==> src/dcache_defines.svh <==
/*
  cache geometry and ring slot codes
*/
`ifndef DCACHE_DEFINES_SVH
`define DCACHE_DEFINES_SVH

// direct mapped geometry
`define LINE_COUNT 128
`define WORDS_PER_LINE 8

// ring slot type codes
`define SLOT_ADDRESS 4'd1
`define SLOT_WRITE_DATA 4'd2

// bit positions inside an address slot
`define SLOT_EXCLUSIVE_BIT 29
`define SLOT_READ_BIT 28

`endif

==> src/dcachePkg.sv <==
/*
  data cache types for word, address and tag vectors,
  line state and controller state enums
*/
`default_nettype none
`include "dcache_defines.svh"

package dcachePkg;

  typedef logic [31:0] wordT;
  typedef logic [$clog2(`LINE_COUNT * `WORDS_PER_LINE)-1:0] wordAddrT;
  typedef logic [$clog2(`LINE_COUNT)-1:0] lineIndexT;
  typedef logic [20:0] tagT;  // cpu address bits 30..10
  typedef logic [$clog2(`WORDS_PER_LINE)-1:0] wordCountT;
  typedef logic [3:0] coreIdT;
  typedef logic [3:0] slotTypeT;

  typedef enum logic [1:0] {
    INVALID  = 2'd0,
    SHARED   = 2'd1,  // clean copy for reads
    MODIFIED = 2'd3   // owned and dirty
  } lineStateT;

  typedef enum logic [2:0] {
    initSweep, idle, lookup, sendRequest,
    sendLineData, sendWriteAddress, resolve, invalidateLines
  } ctrlStateT;

  typedef enum logic [1:0] {noRefill, awaitWords, settle, ready} refillStateT;

endpackage

`default_nettype wire

==> src/lineCounters.sv <==
/*
  refill word counter, write-back word counter
  and line down counter for the sweep and invalidate range
*/
`timescale 1ns/1ps
`default_nettype none
`include "dcache_defines.svh"

module lineCounters import dcachePkg::*; (
  input  logic      clock,
  input  logic      reset,
  input  logic      startRefill,
  input  logic      refillWord,
  input  logic      startFlush,
  input  logic      flushWord,
  input  logic      loadLines,
  input  lineIndexT lineTotal,
  input  logic      stepLine,
  output wordCountT refillCount,
  output wordCountT flushCount,
  output lineIndexT lineCount
);

  always_ff @(posedge clock) begin
    if (reset) begin
      refillCount <= '0;
      flushCount  <= '0;
      lineCount   <= lineIndexT'(`LINE_COUNT - 1);  // sweep starts from the top line
    end else begin
      if (startRefill) refillCount <= '0;
      else if (refillWord) refillCount <= refillCount + 1'b1;

      if (startFlush) flushCount <= '0;
      else if (flushWord) flushCount <= flushCount + 1'b1;

      if (loadLines) lineCount <= lineTotal;
      else if (stepLine) lineCount <= lineCount - 1'b1;
    end
  end

endmodule

`default_nettype wire

==> config.mk <==
export PLATFORM = sky130hd
export DESIGN_NAME = lineCounters
export DESIGN_NICKNAME = d
export VERILOG_FILES = /design/src/dcachePkg.sv /design/src/lineCounters.sv
export VERILOG_INCLUDE_DIRS = /design/src /design/src/src
export SDC_FILE = /design/constraint.sdc
export NUM_CORES = 1
export LEC_CHECK = 0
export ABC_AREA = 1
export BUFFER_PORTS_ARGS = -buffer_cell sky130_fd_sc_hd__buf_2
export CAP_MARGIN = 20
export CELL_PAD_IN_SITES_DETAIL_PLACEMENT = 1
export CELL_PAD_IN_SITES_GLOBAL_PLACEMENT = 2
export CORE_ASPECT_RATIO = 1.5
export CORE_MARGIN = 1.5
export CORE_UTILIZATION = 26
export DETAILED_ROUTE_END_ITERATION = 6
export PLACE_DENSITY = 0.77
export SETUP_SLACK_MARGIN = 0.3
export SYNTH_ARGS = -nofsm -noshare
export SYNTH_HDL_FRONTEND = slang
export SYNTH_SLANG_ARGS = --single-unit
export TNS_END_PERCENT = 10
==> constraint.sdc <==
create_clock -name clock -period 3.3 [get_ports clock]
set_clock_uncertainty 0.05 [all_clocks]
set_input_delay 0.99 -clock clock [delete_from_list [all_inputs] [get_ports clock]]
set_output_delay 0.99 -clock clock [all_outputs]
set_load 0.005 [all_outputs]
# ---- Word-level counts from Yosys, hierarchy flattened
# Cells that the tools add are included.
dict set report totals {
  register_bits 13
  input_bits 15
  output_inout_bits 13
}
dict set report op_classes {
  add_sub_neg 3
  mux 2
  reduce_logical 3
}
# cell n
set ops {}
lappend ops {{7-bit two-way mux} 2}
lappend ops {{7-bit by 1-bit subtractor with 7-bit output (second input constant)} 1}
lappend ops {{3-bit by 1-bit adder with 3-bit output (second input constant)} 2}
lappend ops {{2-bit OR reduction} 2}
lappend ops {{2-bit nonzero test} 1}

# ---- Longest topological paths before layout
dict set report logic_depth {
  depth_word 3
  mapped_depth 8
  depth_no_buf 8
}

# ---- Worst setup path after synthesis
# No wires, ideal clock.
dict set report synth_path {
  kind {input to register}
  startpoint {input reset}
  endpoint {register flushCount[2]}
  t_arrival_ns 1.494
  required_time_ns 3.178
  path_slack_ns 1.683
  path_stages 3
  cell_sequence {buf_6 > or2_4 > nor3b_2}
}
dict set report synth_via {
  elab_chain_len 1
}
# element line
set synth_lines {}
lappend synth_lines {{start: declaration} lineCounters.sv:11} ;# input logic reset,
lappend synth_lines {{2-bit OR reduction (no line)} n/a}
lappend synth_lines {{end signal: assignment} lineCounters.sv:34} ;# else if (flushWord) flushCount <= flushCount + 1'b1;
lappend synth_lines {{end: declaration} lineCounters.sv:20} ;# output wordCountT flushCount,
# Every way passes these cells.
# A chain may end at the register's enable or synchronous reset.

# ---- Worst setup path in the final report
dict set report layout_path {
  startpoint {register lineCount[5]}
  endpoint {output lineCount[5]}
}
# element line
set layout_lines {}
lappend layout_lines {{start: declaration} lineCounters.sv:21} ;# output lineIndexT lineCount
lappend layout_lines {{start signal: assignment} lineCounters.sv:28} ;# lineCount <= lineIndexT'(`LINE_COUNT - 1);
lappend layout_lines {{start signal: assignment} lineCounters.sv:36} ;# if (loadLines) lineCount <= lineTotal;
lappend layout_lines {{start signal: assignment} lineCounters.sv:37} ;# else if (stepLine) lineCount <= lineCount - 1'b1;
# No word-level cell between the ends.

==> results by group <==
Pwr
  • Switching Share: 27.1%
  • Sequential share of power: 53.2%
  • Internal: 239 uW
  • Combinational share of power: 17.1%
  • P_leak: 0.439 nW
  • Net load switching power: 88.7 uW
  • Cell Pwr Density: 387 nW/um^2
  • Clock share of power: 29.8%
  • VDD IR-drop max: 0.174 mV

Floorplan
  • Core box area: 2450 um^2
  • Die X: 44.7 um
  • # IOs: 28
  • Core Rows: 22
  • Die area: 2920 um^2
  • Initial Util: 27.6%
  • Die Span Y: 65.5 um

Synthesis
  • Syn_nets: 108
  • Synth Register Bits: 13
  • Warnings, synthesis: 0
  • Mapped Avg Cell Area: 7.52 um^2
  • Seq/Total Area, Yosys: 38.4%
  • Yosys cell types: 20
  • Mapped Area: 677 um^2
  • Mapped Cells: 90

CTS
  • H-Tree Depth: 1
  • Clk_lat worst skew: 0.27 ns
  • Hold_buf cts: 0
  • Post-cts sizing count: 0
  • Worst-path clk slew: 0.08 ns
  • Post-CTS Repair Setup Buffers: 0
  • TritonCTS clock tree: built
  • CTS root buffer: clkbuf_4
  • Clock Sinks: 13
  • Num CTS Buffers: 3
  • Clk buf depth: 2

STA
  • Fmax: 547 MHz
  • Setup TNS Final: 0 ns
  • RSZ-0062 raised after global routing: false
  • Fin. Hold Viols: 0
  • Crit path time final: 1.83 ns
  • WHS: 0.463 ns
  • Slew Viols, Final: 0
  • Worst Tran Pin Value: 0.285 ns
  • Final Setup Violations: 0
  • Rel. slew slack: 80.9%
  • Fin crit share: 55.4%

Critical path
  • Top delay family on crit path: flip-flops
  • Worst Setup End Kind: output port
  • Max incr delay on CP: 0.38 ns
  • Req. time, crit path: 2.26 ns
  • Crit path DAT: 0.79 ns
  • CP Max Fanout: 4
  • Worst-path cell with the longest stage delay: dfxtp_1
  • CP Buf/Inv Count: 1
  • Startpoint types: flip-flop
  • CP Cell Sequence: buf_2
  • CP Class: reg2out

Placed design
  • IO Port Bufs: 27
  • GPL Wtd Cong: 0.722
  • Detailed Place HPWL: 1350 um

Global routing
  • Initial antenna violation count: 0
  • Gr ovfl total: 0
  • Vias in the first global route: 658
  • First-pass GRT wire length: 2640 um
  • All-Layer GR Usage: 12.0%
  • Largest net degree at the start of global routing: 10

Detailed routing
  • Initial DRC Count: 5
  • Vias per cell: 4.77
  • Post-DR wirelength/cell: 11.0 um
  • DRC viols: 2
  • Final ANT Viol Nets: 0
  • Pre-Repair DR Iteration Count: 6
  • Via count: 682
  • Total Wirelength: 1580 um

Final layout
  • Commonest non-fill, non-tap cell in the layout: buf_2
  • ANT cells: 0
  • Nets@finish: 138
  • Most frequent cells in the layout: 27 x buf_2, 17 x nand2_1, 13 x dfxtp_1, 11 x inv_1, 10 x nand3_1
  • Area Growth Syn to Fin: 25.0%
  • Share of post-route cells with drive strength above 1: 29.4%

Job
  • Max cap viols: 0

Hold path
  • Hold WC Path Type: reg2reg

Outcome
  • Failing checks: design-rule violations
  • Run status: complete, but fails checks
## power by group through the flow
stage                     sequential, mW  combinational, mW  clock [mW]
after detailed placement           0.178             0.0575           0
after CTS                          0.174             0.0577       0.105
after floorplan                    0.178             0.0331           0
after global routing               0.176             0.0649       0.109
after global placement             0.178             0.0564           0
final                              0.174             0.0558      0.0974
## state kept, by name, indices dropped and copies added, names as in the netlist
register	count
flushCount	3
lineCount	7
refillCount	3
## logic make-up (layout without fill, tap and decap cells)
kind of cell	count (synthesis)	count (layout)	share of synthesized area, %
XOR/XNOR	2	2	2.59
flip-flops	13	13	38.4
AND/OR/NAND/NOR	42	42	28.8
adder cells (fa/ha/maj)	3	3	5.55
buffers and inverters	14	43	9.98
AO/OA/AOI/OAI	15	15	13.1
multiplexers	1	1	1.48
## Yosys cell counts (all sizes together)
master / number / area [um^2]
o221ai: 1 / 8.76
dfxtp: 13 / 260
nor3b: 1 / 12.5
buf: 2 / 22.5
or2: 1 / 8.76
mux2i: 1 / 10.0
o211a: 1 / 10.0
o21ai: 2 / 10.0
ha: 3 / 37.5
nor2: 10 / 42.5
nand4: 2 / 12.5
o211ai: 2 / 15.0
inv: 12 / 45.0
xnor2: 2 / 17.5
nand2: 17 / 63.8
nand3: 10 / 50.1
a21oi: 9 / 45.0
nor3: 1 / 5.00
## stage by stage
stage | setup WS, ns | total power, mW | utilization [%] | cells | instance area (um^2)
after global placement | 1.54 | 0.234 | 33.5 | 139 | 820
after CTS | 1.44 | 0.338 | 34.5 | 143 | 846
after detailed placement | 1.52 | 0.235 | 33.5 | 139 | 820
final | 1.47 | 0.327 | 34.5 | 143 | 846
after floorplan | 1.68 | 0.211 | - | 90 | 677
after global routing | 1.41 | 0.349 | 34.5 | 143 | 846
## routing by layer
layer  vias up  global-route usage, %  share of wire [%]
met2        20                   20.7                 53
met3         2                   2.20                6.4
met5         -                      0                  0
met4         0                   5.68               0.63
met1       306                   13.7                 40
li1        354                      -                  -
## area by class of cell
class                   instances  area (um^2)
fillers                       330         1600
multi-input cells              63          349
flip-flops and latches         13          260
repair buffers                 27          135
inverters                      12         45.0
well taps                      24         30.0
clock buffers                   4         26.3
## final timing paths
kind                                     start  slack [ns]        endpoint  cells past startpoint
worst max-delay path              lineCount[5]        1.47    lineCount[5]                      1
worst min-delay path            refillCount[2]        0.46  refillCount[2]                      2
worst max register to register    lineCount[0]        2.01    lineCount[6]                      7
worst min register to register  refillCount[2]        0.46  refillCount[2]                      2
Power figures use the tool's default switching activity.
