[config.mk]
export PLATFORM = sky130hd
export DESIGN_NAME = cacheController_flat
export DESIGN_NICKNAME = d
export VERILOG_FILES = /design/src/dcachePkg.sv /design/src/cachePorts.sv /design/src/cacheController.sv /design/src/flat_wrapper.sv
export VERILOG_INCLUDE_DIRS = /design/src /design/src/src
export SDC_FILE = /design/constraint.sdc
export NUM_CORES = 1
export LEC_CHECK = 0
export ABC_AREA = 1
export BUFFER_PORTS_ARGS = -buffer_cell sky130_fd_sc_hd__buf_4
export CELL_PAD_IN_SITES_DETAIL_PLACEMENT = 0
export CELL_PAD_IN_SITES_GLOBAL_PLACEMENT = 1
export CORE_AREA = 2 2 137 139
export CTS_CLUSTER_DIAMETER = 60
export CTS_CLUSTER_SIZE = 8
export DETAILED_ROUTE_END_ITERATION = 10
export DIE_AREA = 0 0 139 141
export PLACE_DENSITY = 0.73
export SETUP_SLACK_MARGIN = 0.05
export SLEW_MARGIN = 20
export SYNTH_ARGS = -nofsm -noshare
export SYNTH_HDL_FRONTEND = slang
export SYNTH_SLANG_ARGS = --single-unit
[constraint.sdc]
create_clock -name clock -period 4.7 [get_ports clock]
set_input_delay 0.235 -clock clock [delete_from_list [all_inputs] [get_ports clock]]
set_output_delay 0.235 -clock clock [all_outputs]
set_load 0.05 [all_outputs]
[src/dcache_defines.svh]
/*
  cache geometry and ring slot codes
*/
`ifndef DCACHE_DEFINES_SVH
`define DCACHE_DEFINES_SVH

// direct mapped geometry
`define LINE_COUNT 128
`define WORDS_PER_LINE 8

// ring slot type codes
`define SLOT_ADDRESS 4'd1
`define SLOT_WRITE_DATA 4'd2

// bit positions inside an address slot
`define SLOT_EXCLUSIVE_BIT 29
`define SLOT_READ_BIT 28

`endif

[src/dcachePkg.sv]
/*
  data cache types for word, address and tag vectors,
  line state and controller state enums
*/
`default_nettype none
`include "dcache_defines.svh"

package dcachePkg;

  typedef logic [31:0] wordT;
  typedef logic [$clog2(`LINE_COUNT * `WORDS_PER_LINE)-1:0] wordAddrT;
  typedef logic [$clog2(`LINE_COUNT)-1:0] lineIndexT;
  typedef logic [20:0] tagT;  // cpu address bits 30..10
  typedef logic [$clog2(`WORDS_PER_LINE)-1:0] wordCountT;
  typedef logic [3:0] coreIdT;
  typedef logic [3:0] slotTypeT;

  typedef enum logic [1:0] {
    INVALID  = 2'd0,
    SHARED   = 2'd1,  // clean copy for reads
    MODIFIED = 2'd3   // owned and dirty
  } lineStateT;

  typedef enum logic [2:0] {
    initSweep, idle, lookup, sendRequest,
    sendLineData, sendWriteAddress, resolve, invalidateLines
  } ctrlStateT;

  typedef enum logic [1:0] {noRefill, awaitWords, settle, ready} refillStateT;

endpackage

`default_nettype wire

[src/cachePorts.sv]
/*
  tagPortIf for controller access to tags and line states
  dataPortIf for controller access to the data array
*/
`timescale 1ns/1ps
`default_nettype none

interface tagPortIf import dcachePkg::*; ();
  lineIndexT line;
  tagT       newTag;
  lineStateT newState;
  logic      writeTag;
  logic      writeState;
  tagT       tag;    // lookup result at line
  lineStateT state;

  modport controller (output line, newTag, newState, writeTag, writeState,
                      input tag, state);
  modport store (input line, newTag, newState, writeTag, writeState,
                 output tag, state);
endinterface

interface dataPortIf import dcachePkg::*; ();
  wordAddrT addr;
  wordT     writeData;
  logic     writeEnable;
  wordAddrT refillAddr;  // port B for refills only
  wordT     refillData;
  logic     refillEnable;
  wordT     readData;    // one clock behind addr

  modport controller (output addr, writeData, writeEnable, refillAddr, refillData,
                      refillEnable, input readData);
  modport store (input addr, writeData, writeEnable, refillAddr, refillData,
                 refillEnable, output readData);
endinterface

`default_nettype wire

[src/cacheController.sv]
/*
  cache controller with command FSM, hit check, refill tracker,
  ring slot selection and data array addressing
*/
`timescale 1ns/1ps
`default_nettype none
`include "dcache_defines.svh"

module cacheController import dcachePkg::*; (
  input  logic        clock,
  input  logic        reset,
  input  logic        read,
  input  logic        selDCache,
  input  logic        selDCacheIO,
  input  logic        dcAcquireToken,
  input  logic [30:0] aq,
  input  wordT        wq,
  input  coreIdT      whichCore,
  input  coreIdT      rdDest,
  input  wordT        rdReturn,
  output logic        rwq,
  output logic        wrq,
  output logic        done,
  output logic        decLineAddr,
  output logic        dcDriveRing,
  output logic        dcWantsToken,
  output wordT        dcRingOut,
  output slotTypeT    dcSlotTypeOut,
  tagPortIf.controller  tags,
  dataPortIf.controller data,
  output logic        startRefill,
  output logic        refillWord,
  output logic        startFlush,
  output logic        flushWord,
  output logic        loadLines,
  output lineIndexT   lineTotal,
  output logic        stepLine,
  input  wordCountT   refillCount,
  input  wordCountT   flushCount,
  input  lineIndexT   lineCount
);

  localparam wordCountT lastWord = wordCountT'(`WORDS_PER_LINE - 1);

  ctrlStateT   state;
  refillStateT refillState;
  logic        doWriteBack;  // victim is dirty
  wordT        requestWord, writeAddrWord, requestNext;
  logic        hit, miss, finishing, tokenSlot, ownWord;
  lineIndexT   line;

  assign line = aq[9:3];

  assign hit = (tags.tag == aq[30:10]) &&
               (read ? tags.state != INVALID : tags.state == MODIFIED);
  assign miss = (state == lookup) && !hit;

  // read address slot for the pending miss
  always_comb begin
    requestNext = {4'b0000, aq[30:3]};
    requestNext[`SLOT_READ_BIT] = 1'b1;
    requestNext[`SLOT_EXCLUSIVE_BIT] = ~read;  // writes ask for ownership
  end

  always_ff @(posedge clock) begin
    if (reset) begin
      state       <= initSweep;
      doWriteBack <= 1'b0;
    end else begin
      case (state)
        initSweep: if (lineCount == '0) state <= idle;
        idle: begin
          if (selDCache) state <= lookup;
          else if (selDCacheIO) state <= invalidateLines;
        end
        lookup: begin
          doWriteBack <= !hit && tags.state == MODIFIED;
          state <= hit ? resolve : sendRequest;
        end
        sendRequest:
          if (dcAcquireToken) state <= doWriteBack ? sendLineData : resolve;
        sendLineData: if (flushCount == lastWord) state <= sendWriteAddress;
        sendWriteAddress: state <= resolve;
        resolve: if (finishing) state <= idle;
        invalidateLines: if (lineCount == '0) state <= idle;
        default: state <= idle;
      endcase
    end
  end

  always_ff @(posedge clock) begin
    if (state == lookup) begin
      requestWord   <= requestNext;
      writeAddrWord <= {4'b0000, tags.tag, line};  // read bit stays clear
    end
  end

  // refill tracker runs beside the FSM while the write-back may still be going
  assign ownWord = (refillState == awaitWords) && (rdDest == whichCore);

  always_ff @(posedge clock) begin
    if (reset) begin
      refillState <= noRefill;
    end else begin
      case (refillState)
        noRefill: if (miss) refillState <= awaitWords;
        awaitWords: if (ownWord && refillCount == lastWord) refillState <= settle;
        settle: refillState <= ready;  // last word lands in the array
        ready: if (state == resolve) refillState <= noRefill;
        default: refillState <= noRefill;
      endcase
    end
  end

  assign startRefill = miss;
  assign refillWord  = ownWord;
  assign startFlush  = miss;
  assign flushWord   = (state == sendLineData);
  assign loadLines   = (state == idle) && !selDCache && selDCacheIO;
  assign lineTotal   = aq[16:10];
  assign stepLine    = (state == initSweep) ||
                       (state == invalidateLines && lineCount != '0);

  // hits pass straight through, misses wait for the refill
  assign finishing = (state == resolve) &&
                     (refillState == noRefill || refillState == ready);

  assign done = finishing || (state == invalidateLines && lineCount == '0);
  assign wrq  = finishing && read;
  assign rwq  = finishing && !read;
  assign decLineAddr = (state == invalidateLines) && (lineCount != '0);

  // tag and state port
  assign tags.line   = (state == initSweep) ? lineCount : line;
  assign tags.newTag = aq[30:10];
  assign tags.writeTag = miss;
  always_comb begin
    tags.newState = INVALID;  // sweep, invalidate, miss in flight
    if (state == resolve) tags.newState = read ? SHARED : MODIFIED;
  end
  assign tags.writeState = (state == initSweep) || miss ||
                           (finishing && refillState == ready) ||
                           (state == invalidateLines && tags.state != MODIFIED);

  // data port reads one word ahead while writing back
  always_comb begin
    data.addr = aq[9:0];
    if (state == sendRequest) data.addr = {line, flushCount};
    else if (state == sendLineData) data.addr = {line, wordCountT'(flushCount + 1'b1)};
  end
  assign data.writeData    = wq;
  assign data.writeEnable  = finishing && !read;
  assign data.refillAddr   = {line, refillCount};
  assign data.refillData   = rdReturn;
  assign data.refillEnable = ownWord;

  // ring side
  assign tokenSlot    = (state == sendRequest) && dcAcquireToken;
  assign dcWantsToken = (state == sendRequest);
  assign dcDriveRing  = tokenSlot || state == sendLineData || state == sendWriteAddress;

  always_comb begin
    dcRingOut     = '0;
    dcSlotTypeOut = '0;
    if (tokenSlot) begin
      dcRingOut     = requestWord;
      dcSlotTypeOut = `SLOT_ADDRESS;
    end else if (state == sendLineData) begin
      dcRingOut     = data.readData;
      dcSlotTypeOut = `SLOT_WRITE_DATA;
    end else if (state == sendWriteAddress) begin
      dcRingOut     = writeAddrWord;
      dcSlotTypeOut = `SLOT_ADDRESS;
    end
  end

endmodule

`default_nettype wire

[src/flat_wrapper.sv]
// flat-port wrapper written by rule: the top's interface ports become plain ports
module cacheController_flat import dcachePkg::*;
  (clock, reset, read, selDCache, selDCacheIO, dcAcquireToken, aq, wq, whichCore, rdDest, rdReturn, rwq, wrq, done, decLineAddr, dcDriveRing, dcWantsToken, dcRingOut, dcSlotTypeOut, startRefill, refillWord, startFlush, flushWord, loadLines, lineTotal, stepLine, refillCount, flushCount, lineCount, tags_line, tags_newTag, tags_newState, tags_writeTag, tags_writeState, tags_tag, tags_state, data_addr, data_writeData, data_writeEnable, data_refillAddr, data_refillData, data_refillEnable, data_readData);
  tagPortIf tags_i ();
  dataPortIf data_i ();
  input  logic clock;
  input  logic reset;
  input  logic read;
  input  logic selDCache;
  input  logic selDCacheIO;
  input  logic dcAcquireToken;
  input  logic [30:0] aq;
  input  wordT wq;
  input  coreIdT whichCore;
  input  coreIdT rdDest;
  input  wordT rdReturn;
  output logic rwq;
  output logic wrq;
  output logic done;
  output logic decLineAddr;
  output logic dcDriveRing;
  output logic dcWantsToken;
  output wordT dcRingOut;
  output slotTypeT dcSlotTypeOut;
  output logic startRefill;
  output logic refillWord;
  output logic startFlush;
  output logic flushWord;
  output logic loadLines;
  output lineIndexT lineTotal;
  output logic stepLine;
  input  wordCountT refillCount;
  input  wordCountT flushCount;
  input  lineIndexT lineCount;
  output wire logic [$bits(tags_i.line)-1:0] tags_line;
  output wire logic [$bits(tags_i.newTag)-1:0] tags_newTag;
  output wire logic [$bits(tags_i.newState)-1:0] tags_newState;
  output wire logic [$bits(tags_i.writeTag)-1:0] tags_writeTag;
  output wire logic [$bits(tags_i.writeState)-1:0] tags_writeState;
  input wire logic [$bits(tags_i.tag)-1:0] tags_tag;
  input wire logic [$bits(tags_i.state)-1:0] tags_state;
  output wire logic [$bits(data_i.addr)-1:0] data_addr;
  output wire logic [$bits(data_i.writeData)-1:0] data_writeData;
  output wire logic [$bits(data_i.writeEnable)-1:0] data_writeEnable;
  output wire logic [$bits(data_i.refillAddr)-1:0] data_refillAddr;
  output wire logic [$bits(data_i.refillData)-1:0] data_refillData;
  output wire logic [$bits(data_i.refillEnable)-1:0] data_refillEnable;
  input wire logic [$bits(data_i.readData)-1:0] data_readData;
  assign tags_line = tags_i.line;
  assign tags_newTag = tags_i.newTag;
  assign tags_newState = tags_i.newState;
  assign tags_writeTag = tags_i.writeTag;
  assign tags_writeState = tags_i.writeState;
  assign tags_i.tag = tags_tag;
  assign tags_i.state = tags_state;
  assign data_addr = data_i.addr;
  assign data_writeData = data_i.writeData;
  assign data_writeEnable = data_i.writeEnable;
  assign data_refillAddr = data_i.refillAddr;
  assign data_refillData = data_i.refillData;
  assign data_refillEnable = data_i.refillEnable;
  assign data_i.readData = data_readData;
  cacheController u_core (.clock(clock), .reset(reset), .read(read), .selDCache(selDCache), .selDCacheIO(selDCacheIO), .dcAcquireToken(dcAcquireToken), .aq(aq), .wq(wq), .whichCore(whichCore), .rdDest(rdDest), .rdReturn(rdReturn), .rwq(rwq), .wrq(wrq), .done(done), .decLineAddr(decLineAddr), .dcDriveRing(dcDriveRing), .dcWantsToken(dcWantsToken), .dcRingOut(dcRingOut), .dcSlotTypeOut(dcSlotTypeOut), .tags(tags_i), .data(data_i), .startRefill(startRefill), .refillWord(refillWord), .startFlush(startFlush), .flushWord(flushWord), .loadLines(loadLines), .lineTotal(lineTotal), .stepLine(stepLine), .refillCount(refillCount), .flushCount(flushCount), .lineCount(lineCount));
endmodule
# Yosys cells after proc, flatten, opt, wreduce, memory -nomap -nowiden

Index checks and enable logic that the tools add are counted.

Register bits: 63
Input port bits: 177
Output and inout port bits: 173

Add/sub/neg operators: 1
Eq/ne operators: 24
Mux-type cells: 25
Bitwise logic cells: 1
Reductions and logical operators: 34

Operators with widths:

| operator                                                                | number |
|---|---|
| 32-bit 2-to-1 mux                                                       | 2 |
| 28-bit 2-to-1 mux                                                       | 1 |
| 3-bit 2-to-1 mux                                                        | 9 |
| 21-bit == test                                                          | 1 |
| 3-bit one-hot mux with 7 select lines                                   | 1 |
| 3-bit == test, second input constant                                    | 6 |
| 1-bit logical AND                                                       | 15 |
| 2-bit 2-to-1 mux                                                        | 6 |
| 2-bit by 1-bit inequality test with 1-bit output, second input constant | 5 |
| 1-bit logical OR                                                        | 8 |
| 4-bit 2-to-1 mux                                                        | 2 |
| 2-bit one-hot mux with 4 select lines                                   | 1 |
| 7-bit logical NOT                                                       | 1 |
| 7-bit 2-to-1 mux                                                        | 1 |
| 7-bit nonzero test                                                      | 1 |
| 2-bit == test, second input constant                                    | 3 |
| 3-bit by 2-bit == test with 1-bit output, second input constant         | 2 |
| 2-bit inequality test, second input constant                            | 3 |
| 5-bit AND reduction                                                     | 1 |
| 4-bit == test                                                           | 1 |
| 3-bit by 1-bit adder with 3-bit output, second input constant           | 1 |
| 3-bit by 1-bit == test with 1-bit output, second input constant         | 1 |
| 1-bit logical NOT                                                       | 3 |
| 3-bit logical NOT                                                       | 1 |
| other kinds (8)                                                         | 9 |

# Logic depth before layout (Yosys ltp)

Depth in word-level cells: 8
Mapped depth: 12

# Worst setup path after synthesis

No wires, ideal clock.

Path type: reg-to-output
From: reg u_core.state[1]
To: out startRefill
Data arrival time: 2987 ps
Slack: 1478 ps
Stages on the path, launching flop included: 8
Buffers on the path: 1
Path through: dfxtp_1 -> inv_2 -> nor2_4 -> inv_2 -> nor2_2 -> nand2_1 -> inv_1 -> buf_4

Word-level cells in the longest chain between the ends: 2

Ends and longest elaborated chain:

| item                                     | line                  | source |
|---|---|---|
| start: declaration                       | cacheController.sv:45 | `ctrlStateT state;` |
| start signal: assignment                 | cacheController.sv:67 | `state <= initSweep;` |
| start signal: assignment                 | cacheController.sv:71 | `initSweep: if (lineCount == '0) state <= idle;` |
| start signal: assignment                 | cacheController.sv:73 | `if (selDCache) state <= lookup;` |
| 3-bit by 2-bit == test with 1-bit output | cacheController.sv:56 | `assign miss = (state == lookup) && !hit;` |
| 1-bit logical AND                        | cacheController.sv:56 |  |
| end: declaration                         | flat_wrapper.sv:25    | `output logic startRefill;` |

No other way between the ends.

# Worst setup path in the final report

From: reg u_core.state[1]
To: out startFlush

Word-level cells in the longest chain between the ends: 2

Ends and longest elaborated chain:

| item                                     | line                  | source |
|---|---|---|
| 3-bit by 2-bit == test with 1-bit output | cacheController.sv:56 |  |
| 1-bit logical AND                        | cacheController.sv:56 |  |
| end: declaration                         | flat_wrapper.sv:27    | `output logic startFlush;` |

No other way between the ends.

==> run metrics <==
fmax 0.385 GHz; Die Wd 139 um; Post-DRT Antenna Nets 0; Post-Syn Area 4180 sq um; sequential-to-total area share from yosys stat 38.8%; DR iter-0 viols 140; # clock sinks 56; Crit Path Category flop to output pin; max_cap viols 0; HPWL after DPL 10,300 um; die area 19,600 sq um; Worst Clk Skew 5.41 ps; Sw Ratio 50.2%; WP data arrival 2360 ps; row cnt 50; Initial Util 22.9%; Combinational Power Share 56.8%; final net count 832; Yosys Warn Count 0; final hold violation count 0; status finished clean; Worst setup EP type output pin; final setup violation count 0; largest net degree at the start of global routing 36; critical path data required time 4470 ps; routability congestion estimate from global placement 0.751; first-pass GRT wire length 19,300 um; clk root buf clkbuf_16; crit start category flop; port bufs 219; DR DRC count 0; sequential share of power 28.4%; max-slew violations 0; Yosys reg bits 56; GR Overflow Total 0; Post-CTS Hold Buffers 0; Routed Wire Length 13,200 um; Crit-path slowest cell nor2_4; vias in the first global route 3,410; Top-Level Pins 350; clock latency on the worst-skew pair 310 ps; WHS Path Cells 2; syn avg cell area 7.65 sq um; Leak 2.73 nW; CP Launch Point u_core.state[1]; Reg2Reg Depth 5; CP delay by family, top simple AND/OR/NAND/NOR gates; CTS tree done; Buffers & Inverters on Critical Path 4; Max VDD drop 0.199 mV; initial antenna violation count 0; Rel. slew slack 41.8%; clk buf depth 2; CP peak stage delay 660 ps; CTS buffer count 5; Yosys top cell area share 35.9%; Internal 1.33 mW; post-CTS setup buffers 0; Syn Inst Count 546; Post-CTS Resized 0; Hold WC Path Type input port to flop; Die Height 141 um; share of cells above drive strength 1 38.5%; Synth area leader edfxtp_1; Area Growth Syn to Fin 28.4%; crit path max fanout 27; Worst path depth 7; Fin Setup TNS 0 ps; Clk network pwr share 14.8%; sw power 1.34 mW; core area 18,300 sq um; Vias per Instance 4.06; ranking of synthesized cells by area edfxtp_1 36%, buf_4 21%, nand2_1 13%, nand3_1 6.3%, inv_1 5.2%; average wire per standard cell 15.0 um; Reg-to-Reg Start u_core.state[1]; HP Start reset; H-tree depth 2; Least-Margin Pin Slew 872 ps; Antenna Cells 0; Overall Power 2.67 mW; Final Cycle Share 55.2%; Worst-path clk slew 70 ps; Period minus WS final 2590 ps; CP Cell Sequence inv_2 > nor2_4 > inv_2 > nor2_4 > nand2_1 > inv_1 > buf_4; Power Dens Cells 497 nW/um^2; RSZ-0062 raised after global routing false; Pre-antenna DRT Iters 4; Unique masters post-synth 28; detailed-route via count 3,590; Global Route Usage Sum 12.9%
cell families (layout without fill, tap and decap cells):
| logic type | count (synthesis) | in the layout | synth area share [%] |
|---|---|---|---|
| buf+inv | 192 | 295 | 28.0 |
| simple gates | 258 | 258 | 26.0 |
| compound gates | 30 | 30 | 4.70 |
| xor+xnor | 3 | 3 | 0.629 |
| fa+ha+maj | 6 | 6 | 1.80 |
| other cells | 1 | 2 | 0.0898 |
| flops | 56 | 56 | 38.8 |
placed cells by master (no fill, tap or decap), drive strengths merged:
| cell type | netlist | final |
|---|---|---|
| clkinv | 0 | 2 |
| nor2 | 48 | 48 |
| clkbuf | 5 | 5 |
| ha | 6 | 6 |
| xor2 | 2 | 2 |
| o22ai | 1 | 1 |
| o2111ai | 1 | 1 |
| a22o | 8 | 8 |
| dfxtp | 6 | 6 |
| nand2 | 155 | 155 |
| o21ai | 9 | 9 |
| conb | 1 | 2 |
| a21oi | 10 | 10 |
| o31a | 1 | 1 |
| buf | 121 | 221 |
| nor3 | 2 | 2 |
| inv | 66 | 67 |
| nand3 | 53 | 53 |
| edfxtp | 50 | 50 |
| xnor2 | 1 | 1 |
cell usage after synthesis, drive strengths merged:
cell and number:
a21oi 10, dfxtp 6, o21ai 9, xor2 2, o2111ai 1, clkbuf 5, o22ai 1, ha 6
o31a 1, nor2 48, buf 121, nand2 155, edfxtp 50, conb 1, xnor2 1, a22o 8
inv 66, nand3 53, nor3 2
power by group through the flow:
| stage | Clock (mW) | Combinational [mW] | Sequential, mW |
|---|---|---|---|
| after floorplan | 0 | 1.24 | 0.744 |
| after global placement | 0 | 1.53 | 0.768 |
| after detailed placement | 0 | 1.54 | 0.770 |
| after CTS | 0.418 | 1.54 | 0.759 |
| after global routing | 0.433 | 1.63 | 0.772 |
| final | 0.394 | 1.51 | 0.758 |
stage by stage:
stage | utilization [%] | hold WS, ps | worst slack (ps) | cell area (sq um) | instances
global route | 29.4 | 107 | 1850 | 5360 | 884
global placement | 28.6 | 432 | 2420 | 5220 | 876
CTS | 29.4 | 102 | 1970 | 5360 | 884
floorplan | - | 304 | 1480 | 4180 | 547
detailed placement | 28.6 | 433 | 2320 | 5220 | 876
finish | 29.4 | 120 | 2110 | 5360 | 884
path summary, 6_finish.rpt:
kind	end	slack (ps)
worst min register to register	u_core.doWriteBack	510
worst min-delay path	u_core.doWriteBack	120
worst max-delay path	startFlush	2110
worst max register to register	u_core.writeAddrWord[18]	2500
sequential cells by signal (all words and copies together), names as in the netlist:
register              count
u_core.requestWord       29
u_core.state              3
u_core.refillState        2
u_core.doWriteBack        1
u_core.writeAddrWord     21
per-layer routing:
layer  GRT usage [%]  vias up  part of all wire [%]
met3            3.43       42                   6.1
met1            15.2     1608                    41
met4            5.74        0                   2.9
met5               0        -                     0
met2            22.2      129                    50
li1                -     1811                     -
layout make-up:
type                            instances  area (sq um)
Fill cell                            2022         12900
Tap cell                              234           293
Timing Repair Buffer                  221          1660
Clock inverter                          3          22.5
Inverter                               66           248
Sequential cell                        56          1620
Clock buffer                            5           125
Multi-Input combinational cell        299          1400
Power figures use the tool's default switching activity.
